`src/flashPkg.sv`:
```
// serial flash shared definitions
`default_nettype none

package flashPkg;

	// byte framing
	localparam int byteBits = 8; // bits per byte on the wire
	localparam int addrBytes = 3; // 24 bit address, MSB first
	localparam int jedecBytes = 3; // manufacturer, type, capacity

	// engine timing in SCK cycles
	localparam int releaseCycles = 2; // min csn high time between transactions
	localparam int cycleBits = $clog2(2 * byteBits); // flashClk runs at SCK/2
	localparam logic [cycleBits-1:0] lastCycle = cycleBits'(2 * byteBits - 1);
	localparam logic [cycleBits-1:0] releaseLast = cycleBits'(releaseCycles - 1);

	// opcodes understood by the flash, read-only subset
	typedef enum logic [7:0] {
		opRead = 8'h03, // read data, 24 bit address follows
		opReadStatus = 8'h05, // status register 1, one reply byte
		opJedecId = 8'h9F // jedec id, three reply bytes
	} flashOp;

	typedef enum logic [1:0] {
		engIdle, // waiting for a byte, csn may still be low
		engShift, // 16 SCK cycles per byte
		engRelease // csn high, deselect time
	} engineState;

	typedef enum logic [2:0] {
		rdIdle,
		rdCommand, // opcode byte
		rdAddress, // three address bytes
		rdData, // one dummy byte per data byte
		rdFinish // last data byte still on its way out
	} readerState;

	typedef enum logic [1:0] {
		cmdIdle,
		cmdOpcode,
		cmdReply, // dummy bytes clocking out the reply
		cmdDone // waiting for the last reply and the result handoff
	} cmdState;

endpackage

`default_nettype wire

```
`src/flashCommander.sv`:
```
// flash status and id commands
`timescale 1ns/1ps
`default_nettype none

module flashCommander (
	input wire logic SCK,
	input wire logic rst,
	// command request
	input wire logic cmdValid,
	output logic cmdReady,
	input wire flashPkg::flashOp cmdOp,
	// command result
	output logic resultValid,
	input wire logic resultReady,
	output logic [23:0] result, // status in the low byte
	// byte engine client
	output logic byteValid,
	input wire logic byteReady,
	output logic [7:0] txByte,
	output logic txLast,
	input wire logic rxValid,
	input wire logic [7:0] rxByte
);

	flashPkg::cmdState state;
	flashPkg::flashOp opReg; // only status or id
	logic [1:0] replyLeft; // dummy bytes still to send, minus one
	logic pending; // reply dummy in flight
	logic accept;
	logic rxReply;

	assign cmdReady = (state == flashPkg::cmdIdle);
	assign accept = byteValid & byteReady;
	assign rxReply = rxValid & pending; // opcode reply is dropped
	assign byteValid = (state == flashPkg::cmdOpcode) | ((state == flashPkg::cmdReply) & ~pending);
	assign txByte = (state == flashPkg::cmdOpcode) ? opReg : 8'h00;
	assign txLast = (state == flashPkg::cmdReply) & (replyLeft == 2'd0);

	always_ff @(posedge SCK) begin
		if (rst) begin
			state <= flashPkg::cmdIdle;
			pending <= 1'b0;
			resultValid <= 1'b0;
		end else begin
			case (state)
				flashPkg::cmdIdle:
					if (cmdValid) state <= flashPkg::cmdOpcode;
				flashPkg::cmdOpcode:
					if (accept) state <= flashPkg::cmdReply;
				flashPkg::cmdReply:
					if (accept && txLast) state <= flashPkg::cmdDone;
				flashPkg::cmdDone:
					if (resultValid && resultReady) state <= flashPkg::cmdIdle;
				default: state <= flashPkg::cmdIdle;
			endcase

			if (accept && (state == flashPkg::cmdReply)) pending <= 1'b1;
			else if (rxReply) pending <= 1'b0;

			if (rxReply && (state == flashPkg::cmdDone)) resultValid <= 1'b1; // final reply in
			else if (resultReady) resultValid <= 1'b0;
		end
	end

	// payload registers
	always_ff @(posedge SCK) begin
		if (cmdReady && cmdValid) begin
			// anything unknown becomes a status read
			if (cmdOp == flashPkg::opJedecId) begin
				opReg <= flashPkg::opJedecId;
				replyLeft <= 2'(flashPkg::jedecBytes - 1);
			end else begin
				opReg <= flashPkg::opReadStatus;
				replyLeft <= 2'd0;
			end
			result <= '0; // upper bytes stay zero for status
		end else begin
			if (accept && (state == flashPkg::cmdReply)) replyLeft <= replyLeft - 1'b1;
			if (rxReply) result <= {result[15:0], rxByte}; // first reply ends up on top
		end
	end

endmodule

`default_nettype wire

```
`src/flashReader.sv`:
```
// flash data reader
`timescale 1ns/1ps
`default_nettype none

module flashReader (
	input wire logic SCK,
	input wire logic rst,
	// read request
	input wire logic rdValid,
	output logic rdReady,
	input wire logic [23:0] rdAddr,
	input wire logic [7:0] rdLen, // bytes minus one
	// data stream
	output logic dataValid,
	input wire logic dataReady,
	output logic [7:0] data,
	// byte engine client
	output logic byteValid,
	input wire logic byteReady,
	output logic [7:0] txByte,
	output logic txLast,
	input wire logic rxValid,
	input wire logic [7:0] rxByte
);

	flashPkg::readerState state;
	logic [23:0] addrReg; // shifted left as address bytes go out
	logic [1:0] addrIdx;
	logic [7:0] remaining; // dummy bytes still to send, minus one
	logic pending; // a data-phase dummy is in flight
	logic accept;

	assign rdReady = (state == flashPkg::rdIdle);
	assign accept = byteValid & byteReady;
	assign txLast = (state == flashPkg::rdData) & (remaining == 8'd0);

	// next dummy only once the output register is free
	assign byteValid = (state == flashPkg::rdCommand) | (state == flashPkg::rdAddress) |
		((state == flashPkg::rdData) & ~pending & ~dataValid);

	always_comb begin
		case (state)
			flashPkg::rdCommand: txByte = flashPkg::opRead;
			flashPkg::rdAddress: txByte = addrReg[23:16]; // MSB first
			default: txByte = 8'h00; // dummy, only clocks out data
		endcase
	end

	always_ff @(posedge SCK) begin
		if (rst) begin
			state <= flashPkg::rdIdle;
			addrIdx <= '0;
			pending <= 1'b0;
			dataValid <= 1'b0;
		end else begin
			case (state)
				flashPkg::rdIdle:
					if (rdValid) state <= flashPkg::rdCommand;
				flashPkg::rdCommand:
					if (accept) begin
						state <= flashPkg::rdAddress;
						addrIdx <= '0;
					end
				flashPkg::rdAddress:
					if (accept) begin
						addrIdx <= addrIdx + 1'b1;
						if (addrIdx == 2'(flashPkg::addrBytes - 1))
							state <= flashPkg::rdData;
					end
				flashPkg::rdData:
					if (accept && txLast) state <= flashPkg::rdFinish;
				flashPkg::rdFinish:
					if (!pending && !dataValid) state <= flashPkg::rdIdle; // last byte taken
				default: state <= flashPkg::rdIdle;
			endcase

			if (accept && (state == flashPkg::rdData)) pending <= 1'b1;
			else if (rxValid && pending) pending <= 1'b0; // command and address replies dropped

			if (rxValid && pending) dataValid <= 1'b1;
			else if (dataReady) dataValid <= 1'b0;
		end
	end

	// payload registers
	always_ff @(posedge SCK) begin
		if (rdReady && rdValid) begin
			addrReg <= rdAddr;
			remaining <= rdLen;
		end else begin
			if (accept && (state == flashPkg::rdAddress)) addrReg <= {addrReg[15:0], 8'h00};
			if (accept && (state == flashPkg::rdData)) remaining <= remaining - 1'b1;
		end
		if (rxValid && pending) data <= rxByte;
	end

endmodule

`default_nettype wire

```
`src/flashSubsystem.sv`:
```
// serial flash read subsystem
`timescale 1ns/1ps
`default_nettype none

module flashSubsystem (
	input wire logic SCK,
	input wire logic rst,
	// read request and data stream
	input wire logic rdValid,
	output logic rdReady,
	input wire logic [23:0] rdAddr,
	input wire logic [7:0] rdLen,
	output logic dataValid,
	input wire logic dataReady,
	output logic [7:0] data,
	// command request and result
	input wire logic cmdValid,
	output logic cmdReady,
	input wire flashPkg::flashOp cmdOp,
	output logic resultValid,
	input wire logic resultReady,
	output logic [23:0] result,
	// flash pins
	output logic flashClk,
	output logic csn,
	output logic mosi,
	input wire logic miso
);

	// peer A, reader
	logic byteValidA, byteReadyA, txLastA, rxValidA;
	logic [7:0] txByteA, rxByteA;
	// peer B, commander
	logic byteValidB, byteReadyB, txLastB, rxValidB;
	logic [7:0] txByteB, rxByteB;
	// granted peer to engine
	logic engValid, engReady, engLast, engRxValid, engDone;
	logic [7:0] engByte, engRxByte;

	flashReader i_flashReader (
		.SCK(SCK), .rst(rst),
		.rdValid(rdValid), .rdReady(rdReady), .rdAddr(rdAddr), .rdLen(rdLen),
		.dataValid(dataValid), .dataReady(dataReady), .data(data),
		.byteValid(byteValidA), .byteReady(byteReadyA), .txByte(txByteA),
		.txLast(txLastA), .rxValid(rxValidA), .rxByte(rxByteA)
	);

	flashCommander i_flashCommander (
		.SCK(SCK), .rst(rst),
		.cmdValid(cmdValid), .cmdReady(cmdReady), .cmdOp(cmdOp),
		.resultValid(resultValid), .resultReady(resultReady), .result(result),
		.byteValid(byteValidB), .byteReady(byteReadyB), .txByte(txByteB),
		.txLast(txLastB), .rxValid(rxValidB), .rxByte(rxByteB)
	);

	spiArbiter i_spiArbiter (
		.SCK(SCK), .rst(rst),
		.engValid(engValid), .engReady(engReady), .engByte(engByte), .engLast(engLast),
		.engRxValid(engRxValid), .engRxByte(engRxByte), .engDone(engDone),
		.byteValidA(byteValidA), .byteReadyA(byteReadyA), .txByteA(txByteA),
		.txLastA(txLastA), .rxValidA(rxValidA), .rxByteA(rxByteA),
		.byteValidB(byteValidB), .byteReadyB(byteReadyB), .txByteB(txByteB),
		.txLastB(txLastB), .rxValidB(rxValidB), .rxByteB(rxByteB)
	);

	spiByteEngine i_spiByteEngine (
		.SCK(SCK), .rst(rst),
		.byteValid(engValid), .byteReady(engReady), .txByte(engByte), .txLast(engLast),
		.rxValid(engRxValid), .rxByte(engRxByte), .done(engDone),
		.flashClk(flashClk), .csn(csn), .mosi(mosi), .miso(miso)
	);

endmodule

`default_nettype wire

```
`src/spiArbiter.sv`:
```
// round robin byte engine arbiter
`timescale 1ns/1ps
`default_nettype none

module spiArbiter (
	input wire logic SCK,
	input wire logic rst,
	// engine side
	output logic engValid,
	input wire logic engReady,
	output logic [7:0] engByte,
	output logic engLast,
	input wire logic engRxValid,
	input wire logic [7:0] engRxByte,
	input wire logic engDone,
	// peer A
	input wire logic byteValidA,
	output logic byteReadyA,
	input wire logic [7:0] txByteA,
	input wire logic txLastA,
	output logic rxValidA,
	output logic [7:0] rxByteA,
	// peer B
	input wire logic byteValidB,
	output logic byteReadyB,
	input wire logic [7:0] txByteB,
	input wire logic txLastB,
	output logic rxValidB,
	output logic [7:0] rxByteB
);

	logic granted; // a transaction is locked to one peer
	logic lastB; // owner while granted, last winner otherwise
	logic pickB; // choice for a new grant
	logic selB; // peer B drives the engine this cycle

	// on a tie the peer that did not win last time goes first
	assign pickB = byteValidB & (~byteValidA | ~lastB);
	assign selB = granted ? lastB : pickB;

	assign engValid = selB ? byteValidB : byteValidA;
	assign engByte = selB ? txByteB : txByteA;
	assign engLast = selB ? txLastB : txLastA;

	assign byteReadyA = engReady & ~selB;
	assign byteReadyB = engReady & selB;
	assign rxValidA = engRxValid & granted & ~lastB; // only the owner sees replies
	assign rxValidB = engRxValid & granted & lastB;
	assign rxByteA = engRxByte;
	assign rxByteB = engRxByte;

	always_ff @(posedge SCK) begin
		if (rst) begin
			granted <= 1'b0;
			lastB <= 1'b1; // peer A wins the first tie
		end else if (engDone) begin
			granted <= 1'b0; // csn has been high long enough
		end else if (!granted && engValid && engReady) begin
			granted <= 1'b1;
			lastB <= pickB;
		end
	end

endmodule

`default_nettype wire

```
`src/spiByteEngine.sv`:
```
// SPI byte engine
`timescale 1ns/1ps
`default_nettype none

module spiByteEngine (
	input wire logic SCK,
	input wire logic rst,
	input wire logic byteValid,
	output logic byteReady,
	input wire logic [7:0] txByte,
	input wire logic txLast, // release csn after this byte
	output logic rxValid, // one cycle pulse per received byte
	output logic [7:0] rxByte,
	output logic done, // end of deselect time
	output logic flashClk,
	output logic csn,
	output logic mosi,
	input wire logic miso
);

	flashPkg::engineState state;
	logic [flashPkg::cycleBits-1:0] cnt; // half periods while shifting, deselect cycles
	logic [7:0] shiftReg; // tx out of the top, rx into the bottom
	logic misoBit; // miso captured on the rising flashClk edge
	logic last; // txLast of the byte in flight

	assign byteReady = (state == flashPkg::engIdle); // also between bytes of a transaction
	assign flashClk = (state == flashPkg::engShift) & cnt[0]; // mode 0, idles low
	assign mosi = (state == flashPkg::engShift) & shiftReg[7];
	assign rxByte = shiftReg; // valid while rxValid is high
	assign done = (state == flashPkg::engRelease) & (cnt == flashPkg::releaseLast);

	// control path
	always_ff @(posedge SCK) begin
		if (rst) begin
			state <= flashPkg::engIdle;
			cnt <= '0;
			csn <= 1'b1;
			rxValid <= 1'b0;
			last <= 1'b0;
		end else begin
			rxValid <= 1'b0; // pulse
			case (state)
				flashPkg::engIdle: begin
					if (byteValid) begin
						state <= flashPkg::engShift;
						cnt <= '0;
						csn <= 1'b0; // low from the next cycle on
						last <= txLast;
					end
				end
				flashPkg::engShift: begin
					cnt <= cnt + 1'b1;
					if (cnt == flashPkg::lastCycle) begin
						rxValid <= 1'b1; // 17 cycles after acceptance
						if (last) begin
							state <= flashPkg::engRelease;
							csn <= 1'b1;
							cnt <= '0;
						end else begin
							state <= flashPkg::engIdle; // csn stays low, wait for next byte
						end
					end
				end
				flashPkg::engRelease: begin
					cnt <= cnt + 1'b1;
					if (cnt == flashPkg::releaseLast)
						state <= flashPkg::engIdle;
				end
				default: state <= flashPkg::engIdle;
			endcase
		end
	end

	// data path, full duplex
	always_ff @(posedge SCK) begin
		if ((state == flashPkg::engIdle) && byteValid) begin
			shiftReg <= txByte;
		end else if (state == flashPkg::engShift) begin
			if (!cnt[0])
				misoBit <= miso; // flashClk about to rise
			else
				shiftReg <= {shiftReg[6:0], misoBit}; // falling edge, next mosi bit
		end
	end

endmodule

`default_nettype wire

```
`config.mk`:
```
export PLATFORM = sky130hd
export DESIGN_NAME = flashSubsystem
export DESIGN_NICKNAME = d
export VERILOG_FILES = /design/src/flashPkg.sv /design/src/flashCommander.sv /design/src/flashReader.sv /design/src/flashSubsystem.sv /design/src/spiArbiter.sv /design/src/spiByteEngine.sv
export SDC_FILE = /design/constraint.sdc
export NUM_CORES = 1
export LEC_CHECK = 0
export ABC_AREA = 1
export BUFFER_PORTS_ARGS = -buffer_cell sky130_fd_sc_hd__clkbuf_2
export CAP_MARGIN = 40
export CORE_AREA = 2 2 93 95
export CTS_BUF_LIST = sky130_fd_sc_hd__clkbuf_8
export CTS_CLUSTER_SIZE = 10
export DETAILED_ROUTE_END_ITERATION = 8
export DIE_AREA = 0 0 95 97
export GPL_ROUTABILITY_DRIVEN = 0
export GPL_TIMING_DRIVEN = 1
export PLACE_DENSITY = 0.83
export SLEW_MARGIN = 20
export SYNTH_ARGS = -nofsm -noshare
export SYNTH_HDL_FRONTEND = slang
export SYNTH_SLANG_ARGS = --single-unit
```
`constraint.sdc`:
```
create_clock -name SCK -period 3.1 [get_ports SCK]
set_clock_uncertainty 0.15 [all_clocks]
set_input_delay 0.62 -clock SCK [delete_from_list [all_inputs] [get_ports SCK]]
set_output_delay 0.62 -clock SCK [all_outputs]
set_load 0.1 [all_outputs]
```
==> flow_summary.toml <==
[sta]
maxSlewViolCount = 0
final_hold_violation_count = 0
report.final.setup_viol = 0
final_min_period_over_clock_period = 0.884
tightestPinTransition_ps = 637
maxClockFrequency_mhz = 365
finalCriticalPeriod_ps = 2740
timing.setup.tns_ps = 0
grt_setup_unrepaired = "no"
timing.max_slew.rel_slack = 0.574

[clock_network]
ctsHtreeMaxLevel = 3
clockBufferDepth = 2
cts_root_buf = "sky130_fd_sc_hd__clkbuf_8"
worst_skew_pair.late_latency_ps = 370
cts_resized = 0
cts_tree = "done"
post_cts_buffers = 0
cts_sinks = 98
cts_hold_repair.buffers = 0
cts_made_buffers = 9
clk_transition_reported_paths_ps = 100

[die]
core-area_um2 = 8130
chipHeight_um = 97
die_area_um2 = 9220
row_count = 33
start_util = 0.557
die_width_um = 95
io_pins = 86

[synth]
post-synth-top-area-fraction = 0.345
postSynthRegisterBits = 98
yosysSeqAreaShare = 0.548
syn_avg_cell_area_um2 = 9.17
yosys.area.top_type = "sky130_fd_sc_hd__edfxtp_1"
synth_flop_cell = "sky130_fd_sc_hd__edfxtp_1"
synthesis.area_um2 = 4530
synthTopCellsByArea = "sky130_fd_sc_hd__edfxtp_1 (34%), sky130_fd_sc_hd__dfxtp_1 (20%), sky130_fd_sc_hd__nor2_1 (6.9%), sky130_fd_sc_hd__nand2_1 (6.1%), sky130_fd_sc_hd__inv_1 (4.7%)"
asyncSetResetFlopFracSynth = 0
netlist_instances = 494
synth_cell_types = 33
count_of_flip_flops_with_a_built_in_enable_after_synthesis = 52
synth.yosys.warnings = 0
syn_nets = 555

[pwr]
total_leakage_power_uw = 0.00243
ir_worst_vdd_mv = 0.568
pwr_total_uw = 5030
cellPowerDensity_nw_per_um2 = 952

[layout]
postLayoutCellArea_um2 = 5290
num_antenna_cells = 0
area_delta_synth_final_pct = 16.7
layout.nets = 642
drive_above_1_share = 0.246
finish.cell_count_without_fillers = 691

[hold_path]
hold_class = "in -> reg"

[grt]
global_route.usage.total = 0.211
antenna_found_initial = 0
first_pass_grt_wire_length_um = 15400
grt_overflow_total = 0
grt_pass1_vias = 3483
grt_start_max_net_pins = 27

[routing]
route.vias.total = 3629
drt_iter0_drc = 257
avgRoutedWirePerCell_um = 13.5
first_pass_iters = 4
detail_route.drc_violations = 0
routed_via_density = 5.25
antenna_left = 0
totalWireLength_um = 9330

[status]
run_status = "finished, final reports clean"

[placement]
port_buffers = 85
placed_area_um2 = 5070
dpl.cell_count = 675
detailedPlacementHpwl_um = 6810

[setup_path]
worst_setup_path_end_kind = "flip-flop"
critPathArrivalTime_ps = 2630
crit_path_max_fanout = 24
worstSetupPathType = "reg -> reg"
ff2ff_setup_slack_ps = 360
worst-endpoint-required_ps = 2990
critPathLaunchType = "flip-flop"

[run]
drv_cap = 0
[registers in the layout, indices dropped and copies added, names as in the netlist, 2 cells and up]
register / flops
i_flashCommander.replyLeft: 2
i_flashReader.data: 8
i_flashCommander.state: 2
i_flashCommander.result: 24
i_flashReader.addrIdx: 2
i_flashReader.state: 3
i_spiByteEngine.rxByte: 8
i_spiByteEngine.cnt: 4
i_spiByteEngine.state: 2
i_flashReader.remaining: 8
i_flashReader.addrReg: 24
[stage by stage]
| step | hold WS [ps] | setup WS (ps) | util |
|---|---|---|---|
| floorplan | 295 | 250 | - |
| global placement | 307 | 553 | 0.623 |
| detailed placement | 318 | 387 | 0.623 |
| CTS | 264 | 370 | 0.650 |
| global route | 269 | 126 | 0.650 |
| finish | 284 | 360 | 0.650 |
[final timing paths]
| path | from | end | cells after the start |
|---|---|---|---|
| worst max-delay path | i_flashCommander.state[1] | i_flashReader.addrReg[14] | 10 |
| worst min register to register | i_flashCommander.pending | i_flashCommander.pending | 2 |
| worst min-delay path | miso | i_spiByteEngine.misoBit | 1 |
| worst max register to register | i_flashCommander.state[1] | i_flashReader.addrReg[14] | 10 |
[synth_stat cells, types with 6 or more instances]
library cell	instances
sky130_fd_sc_hd__edfxtp_1	52
sky130_fd_sc_hd__o21a_1	6
sky130_fd_sc_hd__o21ai_0	30
sky130_fd_sc_hd__mux2_2	16
sky130_fd_sc_hd__clkbuf_1	8
sky130_fd_sc_hd__nor2_1	83
sky130_fd_sc_hd__dfxtp_1	46
sky130_fd_sc_hd__a21oi_1	24
sky130_fd_sc_hd__nand2_1	74
sky130_fd_sc_hd__nand4_1	7
sky130_fd_sc_hd__nand3_1	28
sky130_fd_sc_hd__nand2_2	7
sky130_fd_sc_hd__ha_1	14
sky130_fd_sc_hd__inv_1	57
[layer usage]
| layer | routed length (µm) | vias up | GRT usage |
|---|---|---|---|
| li1 | - | 1809 | - |
| met1 | 4080 | 1697 | 0.271 |
| met2 | 4540 | 117 | 0.340 |
| met3 | 601 | 6 | 0.0413 |
| met4 | 112 | 0 | 0.0970 |
| met5 | 0 | - | 0 |
[cells by family (layout without fill, tap and decap cells)]
group	count (synthesis)	in the layout	share of synthesized area
AND/OR/NAND/NOR	216	216	0.213
flip-flops	98	98	0.548
AO/OA/AOI/OAI	73	73	0.0889
buffers and inverters	73	165	0.0646
multiplexers	16	16	0.0398
adder cells (fa/ha/maj)	14	14	0.0387
XOR/XNOR	4	4	0.00773
[critical path, cell delays in order (launching register included)]
cell                      delay [ps]
sky130_fd_sc_hd__dfxtp_1         410
sky130_fd_sc_hd__inv_1           100
sky130_fd_sc_hd__ha_1            270
sky130_fd_sc_hd__a21oi_1         180
sky130_fd_sc_hd__inv_1           140
sky130_fd_sc_hd__nand3_1         100
sky130_fd_sc_hd__nand2_1         290
sky130_fd_sc_hd__nor2_4          270
sky130_fd_sc_hd__nand2_1         120
sky130_fd_sc_hd__nand2_1          80
sky130_fd_sc_hd__buf_4           300
[report_power, final]
group	internal, µW	switching [µW]	total (µW)
Sequential	1880	186	2070
Clock	398	497	895
Combinational	667	1410	2070
Total	2940	2090	5030
[cell usage in the layout, fill, tap and decap left out, types with 3 or more instances in the layout]
cell type / count
sky130_fd_sc_hd__nor2_4: 5
sky130_fd_sc_hd__o21a_1: 6
sky130_fd_sc_hd__nand2_2: 7
sky130_fd_sc_hd__clkbuf_8: 9
sky130_fd_sc_hd__inv_8: 3
sky130_fd_sc_hd__nand2_4: 3
sky130_fd_sc_hd__nand4_1: 7
sky130_fd_sc_hd__mux2_2: 16
sky130_fd_sc_hd__nand3_1: 28
sky130_fd_sc_hd__inv_1: 57
sky130_fd_sc_hd__o21ai_0: 30
sky130_fd_sc_hd__edfxtp_1: 52
sky130_fd_sc_hd__nor3_1: 3
sky130_fd_sc_hd__dfxtp_1: 46
sky130_fd_sc_hd__a21oi_1: 24
sky130_fd_sc_hd__nor2_1: 82
sky130_fd_sc_hd__o21ai_1: 4
sky130_fd_sc_hd__ha_1: 14
sky130_fd_sc_hd__buf_4: 6
sky130_fd_sc_hd__clkbuf_2: 85
sky130_fd_sc_hd__a31oi_1: 4
sky130_fd_sc_hd__nand2_1: 74
[cell type report]
cell class	instances	area, µm²
sequential	98	2480
multi-input combinational	323	1770
timing repair buffer	91	470
inverter	58	218
clock inverter	7	92.6
fill	658	2850
tap	105	131
clock buffer	9	124
(Power assumes the default switching activity.)
